==> src/hdl/inst_mem_pkg.sv <==
// Shared AXI response and bank opcode types plus width constants for the instruction memory
package inst_mem_pkg;

  // ----------------------------------------
  // AXI response codes
  // ----------------------------------------
  typedef enum logic [1:0] {
    RESP_OKAY   = 2'b00,
    RESP_SLVERR = 2'b10
  } axi_resp_e;

  // ----------------------------------------
  // Per-bank operation issued by the decoder
  // ----------------------------------------
  typedef enum logic [1:0] {
    BANK_NOP   = 2'b00,
    BANK_READ  = 2'b01,
    BANK_WRITE = 2'b10
  } bank_op_e;

  // Address bits below one 64-bit word
  localparam int BYTE_OFFSET_BITS = 3;

  // Reads in flight, also the response queue size
  localparam int RD_QUEUE_DEPTH = 4;

endpackage

==> src/hdl/axil_resp_merge.sv <==
// AXI4-Lite response side: in-order read queue fed by the banks, plus a single write response slot
`timescale 1ns/1ps

module axil_resp_merge #(
  parameter int DATA_WIDTH = 64,
  parameter int NUM_BANKS  = 4
) (
  input  logic                          i_aclk,
  input  logic                          i_rst,
  // From the decoder
  input  logic                          i_rd_push,
  input  logic [$clog2(NUM_BANKS)-1:0]  i_rd_bank,
  input  logic                          i_rd_err,
  input  logic                          i_wr_done_err,
  // From the banks
  input  logic [NUM_BANKS-1:0]          i_bank_rd_valid,
  input  logic [DATA_WIDTH-1:0]         i_bank_rd_data [NUM_BANKS],
  input  logic [NUM_BANKS-1:0]          i_bank_wr_ack,
  // AXI R and B channels
  output logic                          o_rvalid,
  input  logic                          i_rready,
  output logic [DATA_WIDTH-1:0]         o_rdata,
  output inst_mem_pkg::axi_resp_e       o_rresp,
  output logic                          o_bvalid,
  input  logic                          i_bready,
  output inst_mem_pkg::axi_resp_e       o_bresp,
  // Back to the decoder
  output logic                          o_rd_pop,
  output logic                          o_b_done
);

  localparam int DEPTH      = inst_mem_pkg::RD_QUEUE_DEPTH;
  localparam int PTR_BITS   = $clog2(DEPTH);
  localparam int COUNT_BITS = $clog2(DEPTH + 1);
  localparam int BANK_BITS  = $clog2(NUM_BANKS);

  logic [BANK_BITS-1:0]     q_tag  [DEPTH];
  logic [DATA_WIDTH-1:0]    q_data [DEPTH];
  inst_mem_pkg::axi_resp_e  q_resp [DEPTH];
  logic [DEPTH-1:0]         q_filled;
  logic [PTR_BITS-1:0]      wr_ptr;
  logic [PTR_BITS-1:0]      rd_ptr;
  logic [COUNT_BITS-1:0]    count;
  logic [PTR_BITS-1:0]      pend_slot;
  logic                     pend_valid;
  logic                     rd_any;
  logic                     wr_any;

  assign rd_any = |i_bank_rd_valid;
  assign wr_any = |i_bank_wr_ack;

  // ----------------------------------------
  // Read queue
  // ----------------------------------------
  assign o_rvalid = (count != '0) && q_filled[rd_ptr];
  assign o_rdata  = q_data[rd_ptr];
  assign o_rresp  = q_resp[rd_ptr];
  assign o_rd_pop = o_rvalid && i_rready;

  always_ff @(posedge i_aclk) begin
    if (i_rst) begin
      count      <= '0;
      wr_ptr     <= '0;
      rd_ptr     <= '0;
      pend_valid <= 1'b0;
      q_filled   <= '0;
    end else begin
      count      <= count + COUNT_BITS'(i_rd_push) - COUNT_BITS'(o_rd_pop);
      // A good read waits one cycle for its bank
      pend_valid <= i_rd_push && !i_rd_err;
      if (o_rd_pop) begin
        rd_ptr <= rd_ptr + 1'b1;
      end
      if (i_rd_push) begin
        wr_ptr           <= wr_ptr + 1'b1;
        q_filled[wr_ptr] <= i_rd_err;
      end
      if (rd_any) begin
        q_filled[pend_slot] <= 1'b1;
      end
    end
  end

  always_ff @(posedge i_aclk) begin
    if (i_rd_push) begin
      q_tag[wr_ptr]  <= i_rd_bank;
      q_data[wr_ptr] <= '0;
      q_resp[wr_ptr] <= i_rd_err ? inst_mem_pkg::RESP_SLVERR : inst_mem_pkg::RESP_OKAY;
      pend_slot      <= wr_ptr;
    end
    if (rd_any) begin
      q_data[pend_slot] <= i_bank_rd_data[q_tag[pend_slot]];
    end
  end

  // ----------------------------------------
  // Write response
  // ----------------------------------------
  assign o_b_done = o_bvalid && i_bready;

  always_ff @(posedge i_aclk) begin
    if (i_rst) begin
      o_bvalid <= 1'b0;
    end else if (wr_any || i_wr_done_err) begin
      o_bvalid <= 1'b1;
    end else if (o_b_done) begin
      o_bvalid <= 1'b0;
    end
  end

  always_ff @(posedge i_aclk) begin
    if (wr_any || i_wr_done_err) begin
      o_bresp <= wr_any ? inst_mem_pkg::RESP_OKAY : inst_mem_pkg::RESP_SLVERR;
    end
  end

  // ----------------------------------------
  // Checks
  // ----------------------------------------
  a_no_overflow: assert property (@(posedge i_aclk) disable iff (i_rst)
    i_rd_push |-> (count < COUNT_BITS'(DEPTH)));

  a_fill_bank: assert property (@(posedge i_aclk) disable iff (i_rst)
    rd_any |-> (pend_valid &&
                (i_bank_rd_valid == (NUM_BANKS'(1) << q_tag[pend_slot]))));

endmodule

==> config.mk <==
export PLATFORM = sky130hd
export DESIGN_NAME = axil_resp_merge
export DESIGN_NICKNAME = d
export VERILOG_FILES = /design/src/hdl/inst_mem_pkg.sv /design/src/hdl/axil_resp_merge.sv
export SDC_FILE = /design/constraint.sdc
export NUM_CORES = 1
export LEC_CHECK = 0
export ABC_AREA = 1
export BUFFER_PORTS_ARGS = -buffer_cell sky130_fd_sc_hd__buf_2
export CAP_MARGIN = 10
export CORE_UTILIZATION = 35
export DETAILED_ROUTE_END_ITERATION = 10
export GPL_ROUTABILITY_DRIVEN = 0
export MAX_ROUTING_LAYER = met4
export PLACE_DENSITY = 0.55
export SYNTH_ARGS = -nofsm -noshare
export SYNTH_HDL_FRONTEND = slang
export SYNTH_SLANG_ARGS = --single-unit
export TNS_END_PERCENT = 20
==> constraint.sdc <==
create_clock -name i_aclk -period 5.2 [get_ports i_aclk]
set_input_delay 0.78 -clock i_aclk [delete_from_list [all_inputs] [get_ports i_aclk]]
set_output_delay 0.78 -clock i_aclk [all_outputs]
set_load 0.05 [all_outputs]
==> metrics.cfg <==
[timing]
fmax_ghz=0.272
rsz0062_at_grt=no
clock_skew_ps=9.78
tightest_slew_ps=1110
layout_setup_ws_ps=1520
setup-tns-final_ps=0
holdWs_ps=504
min_period_ps=3680
hold_violations=0
setup_viol=0
slew_headroom_pct=26.0
drv_slew=0
min_period_over_period_pct=70.8

[finish]
fin_util_pct=43.0
fillers=4094
final_common_cell=nor2_1
design_area_sq_um=17500
stdcell_count=2398
final_nets=2123
area_delta_synth_final_pct=21.1
drive_gt1_share_pct=25.6
final_cell_mix=nor2_1 (404), buf_2 (342), edfxtp_1 (271)

[pwr]
p_clk_share_pct=32.5
p_sw_share_pct=34.5
peakVddDrop_mv=0.183
p_leak_nw=7.26
p_seq_share_pct=39.5
p_sw_mw=2.55
internal_power_mw=4.84
combPwrFrac_pct=28.0
powerDensity_nw_per_um2=421
total_power_mw=7.39

[synthesis]
yosysTopAreaCell=edfxtp_1
yosys-top-cells-area=edfxtp_1 (56%), nor2_1 (10%), nand3_1 (8.5%), nand2_1 (5.0%), o21ai_0 (4.7%)
synth_seq_area_share_pct=58.4
ys_warn_count=0
netlist.area_leader.share_pct=56.2
synth_area_sq_um=14500
synth-seq-cells=287
synth_cell_types=26
synthCells=1575
syn_area_per_cell_sq_um=9.20

[clocking]
cts-buffers-inserted=35
hold_buffers=0
cts_resized=0
insertion_delay_ps=500
clock_path_buffers=3
h-tree-depth=2
cts-root-buf=clkbuf_16
cts_tree=yes
cts.sinks=287
post_cts_buffers=0
clkSlewWorstSetupHoldPaths_ps=60

[detailed_routing]
wl_microns=44400
post_drt_wl_per_cell_microns=18.5
drtPass1Iterations=5
vias=12343
vias_per_cell=5.15
final_antenna_net_count=0
drcViolationCount=0
drt_iter0_drc=825

[floorplanning]
start_util_pct=35.5
dieArea_sq_um=42200
row_count=74
die_h_microns=205
io_pins=345
coreArea_sq_um=40800
die_w_microns=205

[placed_design]
port_buffers=342
pre_cts_ws_ps=1810
dp_cells=2338
placed_area_sq_um=16400
place_hpwl_microns=25900

[grt]
first_global_vias=11791
overflow=0
grt_pass1_wl_microns=66100
grt_use_total_pct=21.1
grt_max_degree=107
antenna_found_initial=1

[worst_setup_path]
criticalPathCategory=reg2out
crit_arrival_ps=2900
r2r-end=q_data[0][36]
rrSetupSlack_ps=1870
required_ps=4420
worst_r2r_path_depth=9
endpoint=o_rdata[39]
cp-start-kind=flip-flop
crit_path_max_fanout=73
worst_setup_path_end_kind=primary output

[status]
outcome=complete, no violations

[hold_path]
hp-class=in2reg

[flow_run]
maxCapViolations=0

==> synthesized netlist by cell type <==
cell type and instances:
a21oi_1 9, buf_8 4, inv_1 30, buf_4 10, buf_2 47, nand3_2 22
buf_12 1, fa_1 1, nor2_1 404, o22ai_1 65, edfxtp_1 271, buf_6 8
nand2_2 38, nand3_1 245, clkbuf_1 59, nand2_1 193, conb_1 1, or2_0 1
nor4_1 1, nand3b_1 1, o21ai_0 137, nand4_1 1, ha_1 6, xor2_1 2
dfxtp_1 16, inv_2 2
==> kinds of logic after synthesis <==
| kind of cell | Yosys count | synth area share [%] |
|---|---|---|
| AO/OA/AOI/OAI | 211 | 7.85 |
| XOR/XNOR | 2 | 0.121 |
| adder cells (fa/ha/maj) | 7 | 0.656 |
| buffers and inverters | 161 | 5.68 |
| flip-flops | 287 | 58.4 |
| other | 1 | 0.0259 |
| AND/OR/NAND/NOR | 906 | 27.3 |
==> sequential cells by signal, summed over array words and instances, names as in the netlist, named ones only <==
register	flops
q_tag	8
o_bvalid	1
q_resp	4
q_filled	4
pend_slot	2
wr_ptr	2
o_bresp	1
rd_ptr	2
q_data	256
count	3
==> routing by layer <==
metal | wire length (microns) | up-vias | GRT usage (%) | part of all wire [%]
met5 | 0 | - | - | 0
li1 | - | 5972 | - | -
met2 | 22000 | 324 | 35.4 | 50
met4 | 526 | 0 | 3.81 | 1.2
met1 | 19600 | 6011 | 27.5 | 44
met3 | 2200 | 36 | 2.82 | 5.0
==> worst min path at each step <==
stage	start	to	slack [ps]	cells after the start
6_report	i_rd_bank[0]	q_tag[3][0]	500	1
5_1_grt	i_rd_bank[0]	q_tag[2][0]	480	1
4_1_cts	i_rd_bank[0]	q_tag[2][0]	480	1
3_5_place_dp	o_bvalid	o_bvalid	500	2
3_3_place_gp	o_bvalid	o_bvalid	490	2
2_1_floorplan	wr_ptr[1]	flip-flop	480	2
==> power by group through the flow <==
stage / combinational, mW / sequential [mW] / clock (mW)
CTS: 2.10 / 2.92 / 2.45
detailed placement: 2.09 / 2.97 / 0
floorplan: 1.53 / 2.93 / 0
global placement: 2.08 / 2.96 / 0
finish: 2.07 / 2.92 / 2.40
global route: 2.24 / 2.94 / 2.54
==> area by class of cell <==
cell class | instances | area [sq um] | area share (%)
Multi-Input combinational cell | 1128 | 5320 | 30.3
Timing Repair Buffer | 359 | 1850 | 10.6
Clock buffer | 48 | 977 | 5.57
Clock inverter | 11 | 148 | 0.841
Tap cell | 532 | 666 | 3.79
Sequential cell | 287 | 8460 | 48.2
Antenna cell | 1 | 2.50 | 0.0143
Inverter | 32 | 123 | 0.699
==> critical path, cell delays in order (launching register included) <==
cell     delay [ps]
dfxtp_4         890
buf_4           630
o21ai_0         190
o22ai_1         310
buf_2           320
Note: power is estimated with default switching activity, not from simulation.
