[src/hdl/inst_mem_pkg.sv]
// Shared AXI response and bank opcode types plus width constants for the instruction memory
package inst_mem_pkg;

  // ----------------------------------------
  // AXI response codes
  // ----------------------------------------
  typedef enum logic [1:0] {
    RESP_OKAY   = 2'b00,
    RESP_SLVERR = 2'b10
  } axi_resp_e;

  // ----------------------------------------
  // Per-bank operation issued by the decoder
  // ----------------------------------------
  typedef enum logic [1:0] {
    BANK_NOP   = 2'b00,
    BANK_READ  = 2'b01,
    BANK_WRITE = 2'b10
  } bank_op_e;

  // Address bits below one 64-bit word
  localparam int BYTE_OFFSET_BITS = 3;

  // Reads in flight, also the response queue size
  localparam int RD_QUEUE_DEPTH = 4;

endpackage

[src/hdl/axil_req_decoder.sv]
// AXI4-Lite request decoder inside the top level that range-checks requests and steers bank ops
`timescale 1ns/1ps

module axil_req_decoder #(
  parameter int                    DATA_WIDTH = 64,
  parameter int                    ADDR_WIDTH = 32,
  parameter int                    NUM_BANKS  = 4,
  parameter int                    BANK_DEPTH = 64,
  parameter logic [ADDR_WIDTH-1:0] BASE_ADDR  = 32'h8000_0000
) (
  input  logic                           i_aclk,
  input  logic                           i_rst,
  // Write address and data
  input  logic                           i_awvalid,
  output logic                           o_awready,
  input  logic [ADDR_WIDTH-1:0]          i_awaddr,
  input  logic                           i_wvalid,
  output logic                           o_wready,
  input  logic [DATA_WIDTH-1:0]          i_wdata,
  input  logic [DATA_WIDTH/8-1:0]        i_wstrb,
  // Read address
  input  logic                           i_arvalid,
  output logic                           o_arready,
  input  logic [ADDR_WIDTH-1:0]          i_araddr,
  // Feedback from the merger
  input  logic                           i_rd_pop,
  input  logic                           i_b_done,
  // Bank requests
  output inst_mem_pkg::bank_op_e         o_bank_op [NUM_BANKS],
  output logic [$clog2(BANK_DEPTH)-1:0]  o_bank_index,
  output logic [DATA_WIDTH-1:0]          o_bank_wdata,
  output logic [DATA_WIDTH/8-1:0]        o_bank_wstrb,
  // Read bookkeeping toward the merger
  output logic                           o_rd_push,
  output logic [$clog2(NUM_BANKS)-1:0]   o_rd_bank,
  output logic                           o_rd_err,
  output logic                           o_wr_done_err
);

  localparam int STRB_WIDTH  = DATA_WIDTH / 8;
  localparam int BANK_BITS   = $clog2(NUM_BANKS);
  localparam int INDEX_BITS  = $clog2(BANK_DEPTH);
  localparam int CREDIT_BITS = $clog2(inst_mem_pkg::RD_QUEUE_DEPTH + 1);
  localparam logic [ADDR_WIDTH:0] MEM_BYTES =
    (ADDR_WIDTH+1)'(NUM_BANKS * BANK_DEPTH * STRB_WIDTH);

  typedef enum logic [1:0] {
    WR_IDLE,
    WR_WAIT_RESP,
    WR_RESP_OUT
  } wr_state_e;

  wr_state_e               wr_state;
  logic                    wr_accept;
  logic                    ar_fire;
  logic                    wr_err_q;
  logic [CREDIT_BITS-1:0]  credits;
  logic [ADDR_WIDTH-1:0]   req_addr;
  logic [ADDR_WIDTH-1:0]   req_offset;
  logic                    req_in_range;
  logic [BANK_BITS-1:0]    req_bank;
  logic [INDEX_BITS-1:0]   req_index;
  inst_mem_pkg::bank_op_e  req_op;

  // ----------------------------------------
  // Handshakes with write priority
  // ----------------------------------------
  assign wr_accept = (wr_state == WR_IDLE) && i_awvalid && i_wvalid;
  assign o_awready = wr_accept;
  assign o_wready  = wr_accept;
  assign o_arready = (credits != '0) && !wr_accept;
  assign ar_fire   = i_arvalid && o_arready;

  // One address decoder shared by both request types
  assign req_addr     = wr_accept ? i_awaddr : i_araddr;
  assign req_offset   = req_addr - BASE_ADDR;
  assign req_in_range = (req_addr >= BASE_ADDR) && ({1'b0, req_offset} < MEM_BYTES);
  assign req_bank     = req_offset[inst_mem_pkg::BYTE_OFFSET_BITS +: BANK_BITS];
  assign req_index    = req_offset[inst_mem_pkg::BYTE_OFFSET_BITS + BANK_BITS +: INDEX_BITS];

  assign req_op = wr_accept ? inst_mem_pkg::BANK_WRITE :
                  ar_fire   ? inst_mem_pkg::BANK_READ  : inst_mem_pkg::BANK_NOP;

  // ----------------------------------------
  // Write path FSM
  // ----------------------------------------
  always_ff @(posedge i_aclk) begin
    if (i_rst) begin
      wr_state      <= WR_IDLE;
      o_wr_done_err <= 1'b0;
    end else begin
      // Error writes report in the same slot a bank ack would
      o_wr_done_err <= (wr_state == WR_WAIT_RESP) && wr_err_q;
      case (wr_state)
        WR_IDLE:      if (wr_accept) wr_state <= WR_WAIT_RESP;
        WR_WAIT_RESP: wr_state <= WR_RESP_OUT;
        WR_RESP_OUT:  if (i_b_done) wr_state <= WR_IDLE;
        default:      wr_state <= WR_IDLE;
      endcase
    end
  end

  // One read credit per queue slot
  always_ff @(posedge i_aclk) begin
    if (i_rst) begin
      credits <= CREDIT_BITS'(inst_mem_pkg::RD_QUEUE_DEPTH);
    end else begin
      credits <= credits - CREDIT_BITS'(ar_fire) + CREDIT_BITS'(i_rd_pop);
    end
  end

  // ----------------------------------------
  // Registered bank requests
  // ----------------------------------------
  always_ff @(posedge i_aclk) begin
    for (int b = 0; b < NUM_BANKS; b++) begin
      if (i_rst) begin
        o_bank_op[b] <= inst_mem_pkg::BANK_NOP;
      end else if (req_in_range && (req_bank == BANK_BITS'(b))) begin
        o_bank_op[b] <= req_op;
      end else begin
        o_bank_op[b] <= inst_mem_pkg::BANK_NOP;
      end
    end
  end

  always_ff @(posedge i_aclk) begin
    if (i_rst) begin
      o_rd_push <= 1'b0;
    end else begin
      o_rd_push <= ar_fire;
    end
  end

  always_ff @(posedge i_aclk) begin
    if (wr_accept || ar_fire) begin
      o_bank_index <= req_index;
    end
    if (wr_accept) begin
      o_bank_wdata <= i_wdata;
      o_bank_wstrb <= i_wstrb;
      wr_err_q     <= !req_in_range;
    end
    if (ar_fire) begin
      o_rd_bank <= req_bank;
      o_rd_err  <= !req_in_range;
    end
  end

  // ----------------------------------------
  // Checks
  // ----------------------------------------
  a_credit_bound: assert property (@(posedge i_aclk) disable iff (i_rst)
    credits <= CREDIT_BITS'(inst_mem_pkg::RD_QUEUE_DEPTH));

  // B handshakes only close a write that waits for one
  a_b_done_state: assert property (@(posedge i_aclk) disable iff (i_rst)
    i_b_done |-> (wr_state == WR_RESP_OUT));

endmodule

[config.mk]
export PLATFORM = sky130hd
export DESIGN_NAME = axil_req_decoder
export DESIGN_NICKNAME = d
export VERILOG_FILES = /design/src/hdl/inst_mem_pkg.sv /design/src/hdl/axil_req_decoder.sv
export SDC_FILE = /design/constraint.sdc
export NUM_CORES = 1
export LEC_CHECK = 0
export BUFFER_PORTS_ARGS = -buffer_cell sky130_fd_sc_hd__buf_2
export CAP_MARGIN = 0
export CORE_MARGIN = 5
export CORE_UTILIZATION = 40
export DETAILED_ROUTE_END_ITERATION = 10
export PLACE_DENSITY_LB_ADDON = 0.25
export SYNTH_ARGS = -nofsm -noshare
export SYNTH_HDL_FRONTEND = slang
export SYNTH_SLANG_ARGS = --single-unit
[constraint.sdc]
create_clock -name i_aclk -period 4.1 [get_ports i_aclk]
set_clock_uncertainty 0.05 [all_clocks]
set_input_delay 0.615 -clock i_aclk [delete_from_list [all_inputs] [get_ports i_aclk]]
set_output_delay 0.615 -clock i_aclk [all_outputs]
set_load 0.01 [all_outputs]
==> impl_results.md <==
* Outcome: finished clean
* Crit-path max cell delay at ~0.45 ns
* Setup bufs post-CTS at 0
* # fillers at about 690
* CP Capture Type: primary output
* DIE HEIGHT at 100 um
* Reg2reg start: wr_state[1]
* Initial Util at approximately 40%
* Top cell type's share of synthesized area at between 70% and 80%
* WL per Instance at about 17 um
* Ranking of synthesized cells by area: edfxtp_1 75%, dfxtp_1 9.2%, nand2_1 2.8%, nor4_1 0.96%, nand4bb_4 0.84%
* RR Endpoint: credits[2]
* Slew Limit Fails at 0
* Ratio of final minimum period to clock period at around three fifths
* Family with the most delay on the worst path: buffers and inverters
* Clk sink count at between 90 and 100
* Setup WS post-layout at ~1.6 ns
* Vias in the first global route at between 2000 and 2500
* Slew headroom at between 60% and 70%
* First-pass GRT wire length at about 13000 um
* Remaining Overflow, GRT at 0
* Antenna violations before repair at 0
* Worst Setup Path Type: reg2out
* Static Leak at 2.11 nW
* Dpl hpwl at 7190 um
* Yosys top cell by area: edfxtp_1
* Min-Delay Path Depth at 1
* Worst-path clk slew at about 0.10 ns
* Share of layout cells above drive strength 1 at 61.0%
* Synth Flop Type: edfxtp_1
* Number of CTS-inserted buffers at 9
* Fraction of registers with async set/reset at 0%
* Largest net degree at the start of global routing at between 40 and 50
* Power Density at 411 nW/um^2
* GPL Wtd Cong at approximately 0.8
* Via count at 2427
* Worst Hold End: o_bank_wstrb[5]
* CTS tree: yes
* Seq cells post-synth at 97
* Mapped Area at 3270 um^2
* Setup violators final at 0
* I/O pin cnt at 237
* Residual DRC at 0
* Arr. time, crit path at ~1.9 ns
* CP required at roughly 3.4 ns
* Hold Path Class: in2reg
* Worst Reg-to-Reg Cells at 12
* DR iter-0 viols at 58
* Post-Syn Nets at around 320
* Worst path slowest cell: buf_4
* Setup TNS Final at 0 ns
* Post-CTS Hold Buffers at 0
* Unrepaired setup endpoints after global routing: no
* Cells after synthesis at 178
* Initial DRT Pass Iterations at 4
* Yosys cell types at 32
* Top cells by count, synth: 82 x edfxtp_1, 24 x nand2_1, 15 x dfxtp_1
* F_max at between 300 and 400 MHz
* Max cap viols at 0
* Avg Cell Area, Syn at between 15 and 20 um^2
* # rows at 33
* Crit-path max FO at 44
* Final min period at approximately 2.5 ns
* CP cell instances: nand4bb_4 > clkinv_2 > buf_4 > buf_2
* Drt total wl at around 8800 um
* Synth warnings at 0
* Worst-margin pin slew at 0.528 ns
* CP startpoint kind: register
* Final core utilization at 58.3%
* Pre-CTS setup slack at 1.25 ns
* Post-synth EDFFs at a little over 80
* Via/cell ratio at about 4.6
* HP Start: i_wstrb[5]
* Max clock buf depth at 2
* DIE AREA at approximately 10000 um^2
* Buffers and inverters on the worst path at 3
* Clock Root Buffer: clkbuf_8
* Final #Nets at 563
* PostCTS Resize Cnt at 0
* Total GRT Usage at between 10% and 20%
* Max H-tree Level at 3
* Port Buffers at 230
* Layout area overhead at 44.1%
* Core area at 8090 um^2
* Final ANT Viol Nets at 0
* Most common cell in the synthesized netlist: edfxtp_1
* Final hold vios at 0
* Reg-to-reg slack, setup at approximately 1.6 ns
* Worst-Skew Late Latency at about 0.35 ns
* Horiz. Die Dim at roughly 100 um
* Inserted Diodes at 0
* Register area share after synthesis at between 80% and 90%
* Peak VDD IR at around 220 uV
[per-stage QoR]
stage | cell area, um^2 | power, mW | cells | hold slack [ns]
floorplan | 3270 | 1.29 | 178 | 0.417
global route | 4720 | 2.02 | 526 | 0.355
CTS | 4720 | 1.97 | 526 | 0.358
finish | 4720 | 1.94 | 526 | 0.378
detailed placement | 4550 | 1.43 | 511 | 0.456
global placement | 4550 | 1.42 | 511 | 0.437
[power by group]
part / total, mW / switching, mW / internal (mW)
Sequential: 1.16 / 0.0196 / 1.14
Combinational: 0.243 / 0.128 / 0.115
Clock: 0.538 / 0.318 / 0.219
[flip-flops by register name, summed over array words and instances, names as in the netlist]
| register | count |
|---|---|
| wr_err_q | 1 |
| o_bank_op | 8 |
| credits | 3 |
| o_rd_err | 1 |
| o_bank_index | 6 |
| o_bank_wdata | 64 |
| o_rd_push | 1 |
| o_rd_bank | 2 |
| o_wr_done_err | 1 |
| o_bank_wstrb | 8 |
| wr_state | 2 |
[layout by cell type (no fill, tap or decap)]
cell / instances
a21oi_1: 1
and2_1: 2
and3_2: 3
and3b_2: 1
and4_1: 3
and4b_1: 1
buf_2: 230
buf_4: 2
clkbuf_8: 9
clkinv_1: 1
clkinv_2: 2
clkinv_4: 1
clkinvlp_4: 1
dfxtp_1: 15
edfxtp_1: 82
fa_1: 1
ha_1: 2
inv_1: 5
inv_6: 2
nand2_1: 24
nand2b_1: 3
nand3_1: 2
nand4_1: 2
nand4bb_4: 1
nor2_1: 5
nor2b_1: 1
nor3_1: 5
nor3b_1: 1
nor4_1: 5
nor4_2: 2
nor4b_1: 1
nor4b_2: 1
o22ai_2: 1
or3b_2: 1
xnor2_1: 1
xor2_1: 1
[worst max-delay path by stage]
stage	startpoint	end	slack (ns)	cells after the start
after floorplan	i_wvalid	credits[2]	0.36	13
after global placement	i_awvalid	credits[2]	1.33	13
after CTS	wr_state[1]	o_wready	1.55	4
after global routing	wr_state[1]	credits[2]	1.45	12
after detailed placement	i_awvalid	credits[2]	1.25	13
final	wr_state[1]	o_wready	1.59	4
[layer usage]
metal	up-vias	wire, um	part of all wire, %	GRT usage [%]
met4	0	259	2.9	8.39
li1	1140	-	-	-
met1	1108	2870	33	16.6
met3	21	1150	13	6.16
met5	-	0	0	0
met2	158	4510	51	30.5
[layout make-up]
type	count	area, um^2	share of cell area [%]
sequential	97	2760	58.6
timing repair buffer	232	1170	24.7
multi-input combinational	71	467	9.89
tap	105	131	2.79
clock buffer	9	124	2.63
clock inverter	6	42.5	0.902
inverter	6	23.8	0.504
[worst reg2reg max path, stage by stage (launching register included)]
cell	delay, ns
dfxtp_1	0.33
nand4bb_4	0.36
clkinv_2	0.12
nor2_1	0.06
and2_1	0.22
ha_1	0.30
inv_1	0.06
ha_1	0.13
inv_1	0.05
fa_1	0.37
xor2_1	0.18
xnor2_1	0.14
nand2b_1	0.06
[cell families after synthesis]
family	after synthesis	share of synthesized area, %
AO/OA/AOI/OAI	2	0.535
XOR/XNOR	2	0.535
adder cells (fa/ha/maj)	3	1.38
buffers and inverters	10	1.34
flip-flops	97	84.4
AND/OR/NAND/NOR	64	11.8
No activity file was read; power rests on OpenSTA's default activity.
